### config.mk
export PLATFORM = sky130hd
export DESIGN_NAME = freq_display_top
export DESIGN_NICKNAME = d
export VERILOG_FILES = /design/src/logic/freq_display_pkg.sv /design/src/logic/edge_counter.sv /design/src/logic/bin_to_bcd.sv /design/src/logic/digit_scanner.sv /design/src/logic/apb_regs.sv /design/src/logic/freq_display_top.sv
export SDC_FILE = /design/constraint.sdc
export NUM_CORES = 1
export LEC_CHECK = 0
export ABC_AREA = 1
export BUFFER_PORTS_ARGS = -buffer_cell sky130_fd_sc_hd__buf_2
export CORE_ASPECT_RATIO = 0.5
export CORE_MARGIN = 5
export CORE_UTILIZATION = 63
export DETAILED_ROUTE_END_ITERATION = 16
export GPL_TIMING_DRIVEN = 0
export PLACE_DENSITY = 0.93
export SYNTH_ARGS = -nofsm -noshare
export SYNTH_HDL_FRONTEND = slang
export SYNTH_SLANG_ARGS = --single-unit
### constraint.sdc
create_clock -name clock -period 3.9 [get_ports clock]
set_input_delay 0.78 -clock clock [delete_from_list [all_inputs] [get_ports clock]]
set_output_delay 0.78 -clock clock [all_outputs]
set_load 0.005 [all_outputs]
### src/logic/freq_display_pkg.sv
// shared definitions for the frequency counter display subsystem
// widths, register map, FSM state types, APB structs and the segment table
// every RTL file refers to these by scoped name
`default_nettype none

package freq_display_pkg;

	// binary count and BCD result sizes
	localparam int count_width = 24;
	localparam int bcd_digits = 8;
	localparam int bcd_width = 4 * bcd_digits;
	localparam int shift_width = $clog2(count_width);
	localparam int data_width = 32;

	// display scanning, small so simulation sees every digit quickly
	localparam int scan_divide = 16;
	localparam int scan_width = $clog2(scan_divide);
	localparam int digit_width = $clog2(bcd_digits);
	localparam int dp_position = 0;

	// gate length after reset, in clocks
	localparam logic [count_width-1:0] gate_reset = 24'd1000;

	// patterns for segments g..a, active low, indexed by BCD digit
	// codes 10 to 15 are blank
	localparam logic [6:0] segment_table [16] = '{
		7'h40, 7'h79, 7'h24, 7'h30, 7'h19, 7'h12, 7'h02, 7'h78,
		7'h00, 7'h10, 7'h7f, 7'h7f, 7'h7f, 7'h7f, 7'h7f, 7'h7f
	};

	// register map
	typedef enum logic [7:0] {
		reg_ctrl   = 8'h00,
		reg_gate   = 8'h04,
		reg_count  = 8'h08,
		reg_bcd    = 8'h0c,
		reg_status = 8'h10
	} apb_addr_t;

	typedef struct packed {
		logic sel;
		logic enable;
		logic write;
		apb_addr_t addr;
		logic [data_width-1:0] wdata;
	} apb_req_t;

	typedef struct packed {
		logic [data_width-1:0] rdata;
		logic ready;
		logic slverr;
	} apb_rsp_t;

	typedef enum logic {gate_idle, gate_gating} gate_state_t;
	typedef enum logic {conv_idle, conv_shifting} conv_state_t;

	// one finished gate window
	typedef struct packed {
		logic [count_width-1:0] value;
		logic valid;
	} count_result_t;

endpackage

`default_nettype wire

### src/logic/edge_counter.sv
// counts rising edges of an asynchronous input over a gate window
// a start pulse opens a window of gate_length clocks; result.valid
// pulses once with the count when the window closes
`timescale 1ns/1ns
`default_nettype none

module edge_counter (
	input wire logic clock,
	input wire logic reset,
	input wire logic signal_in,
	input wire logic [freq_display_pkg::count_width-1:0] gate_length,
	input wire logic start,
	output logic busy,
	output freq_display_pkg::count_result_t result
);

	freq_display_pkg::gate_state_t state;
	logic sync_meta;
	logic sync_stable;
	logic sync_prev;
	logic rise;
	logic [freq_display_pkg::count_width-1:0] remaining;
	logic [freq_display_pkg::count_width-1:0] edge_count;
	logic [freq_display_pkg::count_width-1:0] edge_count_next;
	logic [freq_display_pkg::count_width-1:0] count_value;
	logic count_valid;

	// two flops against metastability, one more for edge detection
	always_ff @(posedge clock) begin
		if (reset) begin
			sync_meta <= 1'b0;
			sync_stable <= 1'b0;
			sync_prev <= 1'b0;
		end else begin
			sync_meta <= signal_in;
			sync_stable <= sync_meta;
			sync_prev <= sync_stable;
		end
	end

	assign rise = sync_stable & ~sync_prev;

	// holds at all ones instead of wrapping
	assign edge_count_next = (rise && edge_count != '1) ? edge_count + 1'b1 : edge_count;

	assign busy = (state == freq_display_pkg::gate_gating);

	always_ff @(posedge clock) begin
		if (reset) begin
			state <= freq_display_pkg::gate_idle;
			remaining <= '0;
			edge_count <= '0;
			count_valid <= 1'b0;
		end else begin
			count_valid <= 1'b0;
			case (state)
				freq_display_pkg::gate_idle: begin
					if (start) begin
						state <= freq_display_pkg::gate_gating;
						edge_count <= '0;
						// a zero length still gives a one-clock window
						remaining <= (gate_length == '0) ? '0 : gate_length - 1'b1;
					end
				end
				freq_display_pkg::gate_gating: begin
					if (remaining == '0) begin
						// last clock of the window, its edge still counts
						state <= freq_display_pkg::gate_idle;
						count_valid <= 1'b1;
					end else begin
						remaining <= remaining - 1'b1;
						edge_count <= edge_count_next;
					end
				end
				default: state <= freq_display_pkg::gate_idle;
			endcase
		end
	end

	// result value, only meaningful with valid
	always_ff @(posedge clock) begin
		if (state == freq_display_pkg::gate_gating && remaining == '0) begin
			count_value <= edge_count_next;
		end
	end

	assign result.value = count_value;
	assign result.valid = count_valid;

	// a result only comes out of a window that was open
	assert property (@(posedge clock) disable iff (reset)
		$rose(result.valid) |-> $past(state) == freq_display_pkg::gate_gating);

endmodule

`default_nettype wire

### src/logic/bin_to_bcd.sv
// serial shift-and-add-three converter, 24-bit binary to eight BCD digits
// starts on result.valid, one bit per clock, bcd_done pulses 25 clocks later
`timescale 1ns/1ns
`default_nettype none

module bin_to_bcd (
	input wire logic clock,
	input wire logic reset,
	input freq_display_pkg::count_result_t result,
	output logic [freq_display_pkg::bcd_width-1:0] bcd_value,
	output logic bcd_done
);

	freq_display_pkg::conv_state_t state;
	logic [freq_display_pkg::count_width-1:0] binary;
	logic [freq_display_pkg::bcd_width-1:0] bcd_shift;
	logic [freq_display_pkg::bcd_width-1:0] bcd_adjusted;
	logic [freq_display_pkg::bcd_width-1:0] bcd_next;
	logic [freq_display_pkg::shift_width-1:0] shift_count;
	logic last_shift;

	// add three to any digit above four before it is doubled
	always_comb begin
		for (int i = 0; i < freq_display_pkg::bcd_digits; i++) begin
			if (bcd_shift[i*4 +: 4] > 4'd4) begin
				bcd_adjusted[i*4 +: 4] = bcd_shift[i*4 +: 4] + 4'd3;
			end else begin
				bcd_adjusted[i*4 +: 4] = bcd_shift[i*4 +: 4];
			end
		end
	end

	// msb of the binary value enters at the bottom
	assign bcd_next = {bcd_adjusted[freq_display_pkg::bcd_width-2:0],
		binary[freq_display_pkg::count_width-1]};

	assign last_shift = (shift_count ==
		freq_display_pkg::shift_width'(freq_display_pkg::count_width - 1));

	always_ff @(posedge clock) begin
		if (reset) begin
			state <= freq_display_pkg::conv_idle;
			shift_count <= '0;
			bcd_done <= 1'b0;
		end else begin
			bcd_done <= 1'b0;
			case (state)
				freq_display_pkg::conv_idle: begin
					if (result.valid) begin
						state <= freq_display_pkg::conv_shifting;
						shift_count <= '0;
					end
				end
				freq_display_pkg::conv_shifting: begin
					// valid arriving here is dropped
					shift_count <= shift_count + 1'b1;
					if (last_shift) begin
						state <= freq_display_pkg::conv_idle;
						bcd_done <= 1'b1;
					end
				end
				default: state <= freq_display_pkg::conv_idle;
			endcase
		end
	end

	// datapath
	always_ff @(posedge clock) begin
		if (state == freq_display_pkg::conv_idle) begin
			binary <= result.value;
			bcd_shift <= '0;
		end else begin
			binary <= binary << 1;
			bcd_shift <= bcd_next;
			if (last_shift) begin
				bcd_value <= bcd_next;
			end
		end
	end

	for (genvar d = 0; d < freq_display_pkg::bcd_digits; d++) begin : g_digit_check
		assert property (@(posedge clock) disable iff (reset)
			bcd_done |-> bcd_value[d*4 +: 4] <= 4'd9);
	end

endmodule

`default_nettype wire

### src/logic/digit_scanner.sv
// multiplexed driver for eight common-anode seven-segment digits
// latches a BCD value on bcd_done and lights one digit at a time
`timescale 1ns/1ns
`default_nettype none

module digit_scanner (
	input wire logic clock,
	input wire logic reset,
	input wire logic [freq_display_pkg::bcd_width-1:0] bcd_value,
	input wire logic bcd_done,
	output logic [7:0] segment,
	output logic [freq_display_pkg::bcd_digits-1:0] anode
);

	logic [freq_display_pkg::bcd_width-1:0] display;
	logic [freq_display_pkg::scan_width-1:0] prescale;
	logic [freq_display_pkg::digit_width-1:0] digit;
	logic [3:0] nibble;
	logic dp_lit;

	// display buffer, all blank codes until the first result
	always_ff @(posedge clock) begin
		if (reset) begin
			display <= '1;
		end else if (bcd_done) begin
			display <= bcd_value;
		end
	end

	// dwell scan_divide clocks per digit, digit 0 up to 7 then wrap
	always_ff @(posedge clock) begin
		if (reset) begin
			prescale <= '0;
			digit <= '0;
		end else if (prescale ==
			freq_display_pkg::scan_width'(freq_display_pkg::scan_divide - 1)) begin
			prescale <= '0;
			if (digit == freq_display_pkg::digit_width'(freq_display_pkg::bcd_digits - 1)) begin
				digit <= '0;
			end else begin
				digit <= digit + 1'b1;
			end
		end else begin
			prescale <= prescale + 1'b1;
		end
	end

	assign nibble = display[{digit, 2'b00} +: 4];
	assign dp_lit = (digit == freq_display_pkg::digit_width'(freq_display_pkg::dp_position));

	// dp in bit 7, active low like the segments
	assign segment = {~dp_lit, freq_display_pkg::segment_table[nibble]};
	assign anode = freq_display_pkg::bcd_digits'(1) << digit;

	assert property (@(posedge clock) disable iff (reset) $onehot(anode));

endmodule

`default_nettype wire

### src/logic/apb_regs.sv
// APB register file for the frequency counter
// control and gate length from software, count and BCD result back,
// sticky new-result flag cleared by a status read
`timescale 1ns/1ns
`default_nettype none

module apb_regs (
	input wire logic clock,
	input wire logic reset,
	input freq_display_pkg::apb_req_t apb_req,
	output freq_display_pkg::apb_rsp_t apb_rsp,
	input wire logic busy,
	input freq_display_pkg::count_result_t result,
	input wire logic [freq_display_pkg::bcd_width-1:0] bcd_value,
	input wire logic bcd_done,
	output logic [freq_display_pkg::count_width-1:0] gate_length,
	output logic start
);

	logic access;
	logic addr_known;
	logic addr_writable;
	logic write_ok;
	logic status_read;
	logic continuous;
	logic new_result;
	logic [freq_display_pkg::count_width-1:0] gate_reg;
	logic [freq_display_pkg::count_width-1:0] count_reg;
	logic [freq_display_pkg::bcd_width-1:0] bcd_reg;
	logic [freq_display_pkg::data_width-1:0] read_mux;

	// access phase, always zero wait
	assign access = apb_req.sel & apb_req.enable;

	// address decode and read mux
	always_comb begin
		addr_known = 1'b1;
		addr_writable = 1'b0;
		read_mux = '0;
		case (apb_req.addr)
			freq_display_pkg::reg_ctrl: begin
				addr_writable = 1'b1;
				read_mux = {30'd0, continuous, 1'b0};
			end
			freq_display_pkg::reg_gate: begin
				addr_writable = 1'b1;
				read_mux = {8'd0, gate_reg};
			end
			freq_display_pkg::reg_count: read_mux = {8'd0, count_reg};
			freq_display_pkg::reg_bcd: read_mux = bcd_reg;
			freq_display_pkg::reg_status: read_mux = {30'd0, new_result, busy};
			default: addr_known = 1'b0;
		endcase
	end

	assign write_ok = access && apb_req.write && addr_known && addr_writable;
	assign status_read = access && !apb_req.write &&
		apb_req.addr == freq_display_pkg::reg_status;

	assign apb_rsp.rdata = access ? read_mux : '0;
	assign apb_rsp.ready = 1'b1;
	assign apb_rsp.slverr = access && (!addr_known || (apb_req.write && !addr_writable));

	assign gate_length = gate_reg;

	always_ff @(posedge clock) begin
		if (reset) begin
			continuous <= 1'b0;
			gate_reg <= freq_display_pkg::gate_reset;
			start <= 1'b0;
		end else begin
			if (write_ok && apb_req.addr == freq_display_pkg::reg_ctrl) begin
				continuous <= apb_req.wdata[1];
			end
			if (write_ok && apb_req.addr == freq_display_pkg::reg_gate) begin
				gate_reg <= apb_req.wdata[freq_display_pkg::count_width-1:0];
			end
			// single shot from software, or rearm after each conversion
			start <= (write_ok && apb_req.addr == freq_display_pkg::reg_ctrl &&
				apb_req.wdata[0]) || (continuous && bcd_done);
		end
	end

	// results, overwritten whether read or not
	always_ff @(posedge clock) begin
		if (reset) begin
			count_reg <= '0;
			bcd_reg <= '0;
			new_result <= 1'b0;
		end else begin
			if (result.valid) begin
				count_reg <= result.value;
			end
			if (bcd_done) begin
				bcd_reg <= bcd_value;
			end
			// a fresh result wins over a clearing read
			if (bcd_done) begin
				new_result <= 1'b1;
			end else if (status_read) begin
				new_result <= 1'b0;
			end
		end
	end

	assert property (@(posedge clock) disable iff (reset)
		apb_rsp.slverr |-> apb_req.sel && apb_req.enable);

endmodule

`default_nettype wire

### src/logic/freq_display_top.sv
// frequency counter with seven-segment readout
// APB for control and results, signal_in as the measured input,
// segment and anode drive the multiplexed display
`timescale 1ns/1ns
`default_nettype none

module freq_display_top (
	input wire logic clock,
	input wire logic reset,
	input freq_display_pkg::apb_req_t apb_req,
	output freq_display_pkg::apb_rsp_t apb_rsp,
	input wire logic signal_in,
	output logic [7:0] segment,
	output logic [7:0] anode
);

	logic [freq_display_pkg::count_width-1:0] gate_length;
	logic start;
	logic busy;
	freq_display_pkg::count_result_t result;
	logic [freq_display_pkg::bcd_width-1:0] bcd_value;
	logic bcd_done;

	// control path
	apb_regs apb_regs_inst (
		.clock(clock),
		.reset(reset),
		.apb_req(apb_req),
		.apb_rsp(apb_rsp),
		.busy(busy),
		.result(result),
		.bcd_value(bcd_value),
		.bcd_done(bcd_done),
		.gate_length(gate_length),
		.start(start)
	);

	// input side
	edge_counter edge_counter_inst (
		.clock(clock),
		.reset(reset),
		.signal_in(signal_in),
		.gate_length(gate_length),
		.start(start),
		.busy(busy),
		.result(result)
	);

	bin_to_bcd bin_to_bcd_inst (
		.clock(clock),
		.reset(reset),
		.result(result),
		.bcd_value(bcd_value),
		.bcd_done(bcd_done)
	);

	// output side
	digit_scanner digit_scanner_inst (
		.clock(clock),
		.reset(reset),
		.bcd_value(bcd_value),
		.bcd_done(bcd_done),
		.segment(segment),
		.anode(anode)
	);

endmodule

`default_nettype wire

==> key figures, run 1 <==
STA
  • Worst Tran Pin Value: 1.346 ns
  • Worst slew margin: 0.1027
  • Part of the cycle the worst path needs: 0.9372
  • Final setup vio count: 0
  • Clock skew: 0.008955 ns
  • Final hold violations: 0
  • Fin Setup TNS: 0 ns
  • Fmax: 273.6 MHz
  • RSZ-0062 raised after global routing: false
  • Pins Over Slew Limit: 0
  • WHS: 0.4081 ns
  • Min cycle time layout: 3.655 ns

GRT
  • Met2 usage: 0.5064
  • First-pass GRT wire length: 64800 µm
  • Vias in the first global route: 12680
  • Tot GR Track Use: 0.3092
  • Largest net degree at the start of global routing: 34
  • Grt total ovfl: 0
  • Met3 Resource Use GR: 0.06530
  • Initial antenna violation count: 0
  • GR Layer Usage met1: 0.4188
  • GRT busiest layer: met2

Placement
  • PortBufs: 85
  • DP Wirelength: 29130 µm
  • Gp weighted congestion: 1.003

Worst setup path
  • Worst-path fanout max: 11
  • WS Path Type: flop to output pin
  • CP endpoint kind: output pin
  • Worst EP required: 3.12 ns
  • Crit path launch type: flop
  • Critical path arrival: 2.88 ns

CTS
  • Clock transition at the registers of the reported paths: 0.07 ns
  • H-tree levels: 1
  • CTS tree: yes
  • Total CTS buffers: 25
  • Clock Tree Buf Depth: 3
  • Clock sinks: 294
  • Clock root cell: clkbuf_16
  • Worst skew pair latency: 0.54 ns
  • Post CTS Setup Buffer Count: 0

Min path
  • Hold Crit Class: flop to flop

Route
  • DR WL/cell: 17.09 µm
  • Drt via density: 5.757
  • Remaining antenna violation count after routing: 0
  • Detailed Route WL: 40770 µm
  • DRT Pass-1 Iters: 6
  • Detailed router's first-iteration violation count: 2063
  • DRC viols: 0
  • Routed vias: 13730

Final layout
  • Diode count: 0
  • Final #Nets: 2148
  • Layout area overhead: 11.57%
  • Layout cells sized above 1: 0.08585

Floorplanning
  • Effective utilization at floorplan: 0.6461
  • CORE AREA: 0.02187 mm²
  • Chip width: 221.8 µm
  • Row count: 38
  • Die Y: 115.9 µm
  • I/O pin count: 96
  • Die area: 0.02570 mm²

Synth
  • Most frequent cell after synthesis: nand2_1
  • Yosys reg bits: 294
  • Distinct cells, synth: 46
  • Most instantiated cells after synthesis: nand2_1 (567), nor2_1 (273), dfxtp_1 (238)
  • Post-synth EDFFs: 56
  • Cells after Synth: 1956
  • Mapped Area: 0.01413 mm²
  • Area leader, netlist: dfxtp_1
  • Synth async-reset ratio: 0
  • Seq/Total Area, Yosys: 0.4562
  • Top_reg_cell synth: dfxtp_1
  • Synth area leaders: dfxtp_1 (34%), nand2_1 (15%), edfxtp_1 (12%)
  • Yosys warns: 0
  • Post-Syn Nets: 2036
  • Avg Cell Area, Syn: 7.224 µm²
  • Top-area cell type share of the netlist area: 0.3372

Power
  • VDD IR-drop max: 0.2639 mV
  • Leakage: 7.083 nW
  • Pwr per Cell Area: 366.3 mW/mm²

Flow run
  • Max cap viols: 0

Status
  • Status: complete, no violations
area by class of cell:
cell class | instances | area (µm²)
multi-input cells | 1363 | 6496
flip-flops and latches | 294 | 6446
fillers | 1609 | 6106
inverters | 221 | 829.5
clock buffers | 37 | 732.0
repair buffers | 85 | 425.4
well taps | 300 | 375.4
plain buffers | 78 | 357.8
clock inverters | 7 | 102.6
report_power, final:
part           internal (W)  total (W)  leakage, nW  switching, W
sequential          0.00308    0.00309         2.44    0.00000219
clock               0.00144    0.00259        0.407       0.00115
combinational     0.0000289   0.000103         4.23     0.0000736
total               0.00455    0.00577         7.08       0.00122
logic make-up after synthesis:
| group | synth area share |
|---|---|
| and+or+nand+nor | 0.2846 |
| DFF | 0.4562 |
| adders and majority gates | 0.03011 |
| xor gates and xnor gates | 0.02904 |
| buffers and inverters | 0.08403 |
| AOI/OAI and AO/OA | 0.1157 |
| other | 0.0002654 |
final timing paths:
check,startpoint,end,slack [ns],depth (start not counted)
worst max-delay path,digit_scanner_inst.digit[0],segment[0],0.24,13
worst min-delay path,edge_counter_inst.sync_meta,edge_counter_inst.sync_stable,0.41,2
worst max register to register,bin_to_bcd_inst.state,bin_to_bcd_inst.bcd_value[28],1.25,5
worst min register to register,edge_counter_inst.sync_meta,edge_counter_inst.sync_stable,0.41,2
routing by layer:
metal,routed length (µm),share of wire
met5,0,0
met1,16280,0.40
met4,1418,0.035
met2,17990,0.44
met3,5073,0.12
critical path: stages, from the launching register on:
cell     delay (ns)
dfxtp_1        0.34
buf_4          0.18
inv_2          0.11
buf_2          0.25
nor2_1         0.07
o21ai_0        0.22
inv_1          0.07
o21ai_1        0.32
ha_1           0.22
inv_1          0.04
a21oi_1        0.20
o21ai_0        0.12
nand2_1        0.08
buf_2          0.12
placed cells by master (no fill, tap or decap), types with 9 or more instances in the layout:
master     count
nand2_1      567
nor2_1       273
dfxtp_1      238
inv_1        210
o21ai_0      109
a21oi_1      106
buf_2         97
nand3_1       97
clkbuf_1      56
edfxtp_1      56
ha_1          34
xor2_1        31
clkbuf_16     25
o221ai_1      21
nand4_1       19
a211oi_1      18
xnor2_1       14
nor3_1        13
o211ai_1      11
nand2_2       10
inv_2          9
per-stage QoR:
stage	setup WS (ns)	instance area, µm²	cells	total power [W]	util
finish	0.2449	15770	2385	0.005774	0.7208
detailed placement	0.5974	14930	2341	0.003253	0.6827
floorplan	1.189	14130	1956	0.003204	-
CTS	0.1227	15770	2385	0.005761	0.7208
global placement	0.5986	14930	2341	0.003252	0.6827
global route	0.05934	15770	2385	0.005901	0.7208
timing repair:
item | 4_1_cts | 5_1_grt
hold buffers | 0 | 0
resized for setup | 0 | 2
setup endpoints to repair | 0 | 5
Power figures use the tool's default switching activity.
==> inputs of run 2 (changes only) <==
Settings changed: PLACE_DENSITY 0.93 to 0.92, SYNTH_HIERARCHICAL set to 1.
==> run 2 against run 1 <==
Net effect: cell area up 6.5%; sequential power is essentially flat; highest routed layer unchanged; utilization is 1.4 points lower; non-clock buffer count rose by 11; power up 1.7%; hold slack worse by 0.0014 ns; setup slack improved by 0.46 ns; clock skew grew 0.013 ns; first-iteration DRC count shrank 14%; combinational power up 30%; global-route usage decreased by 2.3 points; fmax rose by 14%.
==> key figures, run 2 <==
Status
  • Status: complete, no violations (unchanged)

Synth
  • Post-Syn Nets: 2258 (was 2036)
  • Avg Cell Area, Syn: 6.929 µm² (was 7.224 µm²)
  • Synth area leaders: dfxtp_1 (32%), nand2_1 (15%), edfxtp_1 (11%) (was dfxtp_1 (34%), nand2_1 (15%), edfxtp_1 (12%))
  • Main combinational cell family by area after synthesis: simple AND/OR/NAND/NOR gates (unchanged)
  • Yosys warns: 6 (was 0)
  • Yosys reg bits: 294 (unchanged)
  • Fraction of the mapped netlist area in adder cells: 0.02819 (was 0.03011)
  • XOR/XNOR Fraction of Synth Area: 0.01982 (was 0.02904)
  • Distinct cells, synth: 44 (was 46)
  • Area leader, netlist: dfxtp_1 (unchanged)
  • Simple-gate share of the synthesized area: 0.3380 (was 0.2846)
  • Top-area cell type share of the netlist area: 0.3157 (was 0.3372)
  • Seq/Total Area, Yosys: 0.4272 (was 0.4562)
  • Mux cell area share after synthesis: 0 (unchanged)
  • Synth async-reset ratio: 0 (unchanged)
  • Cells after Synth: 2178 (was 1956)
  • Compound-gate portion of the synthesized area: 0.08316 (was 0.1157)
  • Most frequent cell after synthesis: nand2_1 (unchanged)
  • Post-synth EDFFs: 56 (unchanged)
  • Mapped Area: 0.01509 mm² (was 0.01413 mm²)
  • Most instantiated cells after synthesis: nand2_1 (592), nor2_1 (328), inv_1 (266) (was nand2_1 (567), nor2_1 (273), dfxtp_1 (238))
  • Top_reg_cell synth: dfxtp_1 (unchanged)

Power
  • Leakage: 8.282 nW (was 7.083 nW)
  • P_int: 0.004623 W (was 0.004551 W)
  • PnR Total Power: 0.005873 W (was 0.005774 W)
  • Switching fraction of total power: 0.2129 (was 0.2118)
  • Gate power share: 0.023 (was 0.018)
  • Pwr per Cell Area: 349.6 mW/mm² (was 366.3 mW/mm²)
  • Clock power share: 0.451 (was 0.448)
  • VDD IR-drop max: 0.2657 mV (was 0.2639 mV)
  • Sw power: 0.001250 W (was 0.001223 W)
  • Reg power frac: 0.526 (was 0.534)

Route
  • DRC viols: 0 (unchanged)
  • DR WL/cell: 15.46 µm (was 17.09 µm)
  • Detailed router's first-iteration violation count: 1777 (was 2063)
  • DRT Pass-1 Iters: 6 (unchanged)
  • Remaining antenna violation count after routing: 0 (unchanged)
  • Routed vias: 14670 (was 13730)
  • Detailed Route WL: 40620 µm (was 40770 µm)
  • Drt via density: 5.583 (was 5.757)

Worst setup path
  • Crit path max-delay cell type: dfxtp_1 (unchanged)
  • CP endpoint kind: output pin (unchanged)
  • Crit path launch type: flop (unchanged)
  • WS Path Type: flop to output pin (unchanged)
  • Worst EP required: 3.12 ns (about the same)
  • Critical path arrival: 2.41 ns (was 2.88 ns)
  • Crit-path max cell delay: 0.39 ns (was 0.34 ns)
  • Top cell by count, worst path: nand3_1
  • Worst-path fanout max: 11 (unchanged)
  • Crit-path cells: buf_6 > inv_4 > buf_6 > nand2_1 > nand3_1 > nand3_1 > nand2_1 > ha_1 > nand3_1 > nand3_1 > nand2_1 > buf_2 (was buf_4 > inv_2 > buf_2 > nor2_1 > o21ai_0 > inv_1 > o21ai_1 > ha_1 > inv_1 > a21oi_1 > o21ai_0 > nand2_1 > buf_2)

GRT
  • Met3 Resource Use GR: 0.04335 (was 0.06530)
  • Grt total ovfl: 0 (unchanged)
  • Met2 usage: 0.4876 (was 0.5064)
  • Tot GR Track Use: 0.2861 (was 0.3092)
  • GR Layer Usage met1: 0.3726 (was 0.4188)
  • Initial antenna violation count: 0 (unchanged)
  • Largest net degree at the start of global routing: 25 (was 34)
  • GRT busiest layer: met2 (unchanged)
  • First-pass GRT wire length: 65380 µm (was 64800 µm)
  • Vias in the first global route: 13590 (was 12680)

STA
  • Part of the cycle the worst path needs: 0.8191 (was 0.9372)
  • Final setup vio count: 0 (unchanged)
  • Clock skew: 0.02158 ns (was 0.008955 ns)
  • Worst Tran Pin Value: 0.8263 ns (was 1.346 ns)
  • Min cycle time layout: 3.194 ns (was 3.655 ns)
  • Fmax: 313.0 MHz (was 273.6 MHz)
  • Final hold violations: 0 (unchanged)
  • Pins Over Slew Limit: 0 (unchanged)
  • RSZ-0062 raised after global routing: false (unchanged)
  • Worst slew margin: 0.4485 (was 0.1027)
  • Fin Setup TNS: 0 ns (unchanged)

Min path
  • Hold Crit Class: flop to flop (unchanged)

Floorplanning
  • CORE AREA: 0.02377 mm² (was 0.02187 mm²)
  • Die Y: 119.4 µm (was 115.9 µm)
  • Row count: 40 (was 38)
  • Effective utilization at floorplan: 0.6348 (was 0.6461)
  • Chip width: 228.9 µm (was 221.8 µm)
  • Die area: 0.02734 mm² (was 0.02570 mm²)
  • I/O pin count: 96 (unchanged)

CTS
  • CTS tree: yes (unchanged)
  • Post CTS Setup Buffer Count: 0 (unchanged)
  • Hold buffer count at cts: 0 (unchanged)
  • Clock Tree Buf Depth: 3 (unchanged)
  • H-tree levels: 1 (unchanged)
  • Clock transition at the registers of the reported paths: 0.07 ns (about the same)
  • Clock root cell: clkbuf_16 (unchanged)
  • Count of cells resized by post-cts repair: 0 (unchanged)
  • Total CTS buffers: 26 (was 25)
  • Clock sinks: 294 (unchanged)
  • Worst skew pair latency: 0.56 ns (was 0.54 ns)

Final layout
  • Commonest non-fill, non-tap cell in the layout: nand2_1 (unchanged)
  • Commonest cells after routing, fill and taps aside: nand2_1 (592), nor2_1 (328), inv_1 (266), dfxtp_1 (238), nand3_1 (216) (was nand2_1 (567), nor2_1 (273), dfxtp_1 (238), inv_1 (210), o21ai_0 (109))
  • Layout area overhead: 11.31% (was 11.57%)
  • Final #Nets: 2373 (was 2148)
  • Diode count: 0 (unchanged)
  • Layout cells sized above 1: 0.09684 (was 0.08585)

Placement
  • PortBufs: 86 (was 85)
  • DP Wirelength: 29350 µm (was 29130 µm)
  • Gp weighted congestion: 0.9763 (was 1.003)

Flow run
  • Max cap viols: 0 (unchanged)
## run 2: power groups by stage
stage          clock, W  combinational (W)  sequential [W]
6_report        0.00265           0.000134         0.00309
5_1_grt         0.00279           0.000147         0.00309
4_1_cts         0.00267           0.000132         0.00309
3_5_place_dp          0           0.000130         0.00316
3_3_place_gp          0           0.000127         0.00316
2_1_floorplan         0          0.0000801         0.00316
## run 2: path summary, 6_finish.rpt
path	slack (ns)	cells after the start	end	start
max	0.71	12	segment[3]	digit_scanner_inst/digit[0]
min	0.41	2	edge_counter_inst/sync_stable	edge_counter_inst/sync_meta
max reg2reg	1.22	5	edge_counter_inst/count_value[10]	edge_counter_inst/busy
min reg2reg	0.41	2	edge_counter_inst/sync_stable	edge_counter_inst/sync_meta
## run 2: stage by stage
step	setup WS, ns	util	instance area (µm²)	std cells	hold slack (ns)
final	0.7055	0.7066	16800	2628	0.4067
after global placement	0.8342	0.6695	15920	2579	0.3984
after global routing	0.5136	0.7066	16800	2628	0.4441
after CTS	0.6826	0.7066	16800	2628	0.4124
after floorplan	1.419	-	15090	2178	0.3883
after detailed placement	0.9415	0.6704	15940	2580	0.4041
## run 2: worst max-delay path: cells and delay by family, from the launching register on
family / cells / cell delay (ns)
simple gates: 7 / 0.63
flops: 1 / 0.39
fa+ha+maj: 1 / 0.32
buf+inv: 4 / 0.52
## run 2: layout make-up
| cell class | count | area [µm²] |
|---|---|---|
| fillers | 1798 | 6975 |
| clock buffers | 32 | 673.1 |
| multi-input cells | 1517 | 7091 |
| well taps | 315 | 394.1 |
| flip-flops and latches | 294 | 6446 |
| clock inverters | 16 | 187.7 |
| plain buffers | 87 | 506.7 |
| repair buffers | 87 | 445.4 |
| inverters | 280 | 1054 |
## run 2: kinds of logic (layout without fill, tap and decap cells)
kind of cell	count (synthesis)	after routing
fa+ha+maj	34	34
flops	294	294
buf+inv	367	502
simple gates	1217	1217
compound gates	233	233
xor+xnor	32	32
other cells	1	1
## run 2: metal layers
metal | vias up | part of all wire
met2 | 725 | 0.47
met1 | 6709 | 0.41
li1 | 7096 | -
met3 | 141 | 0.086
met4 | 0 | 0.035
met5 | - | 0
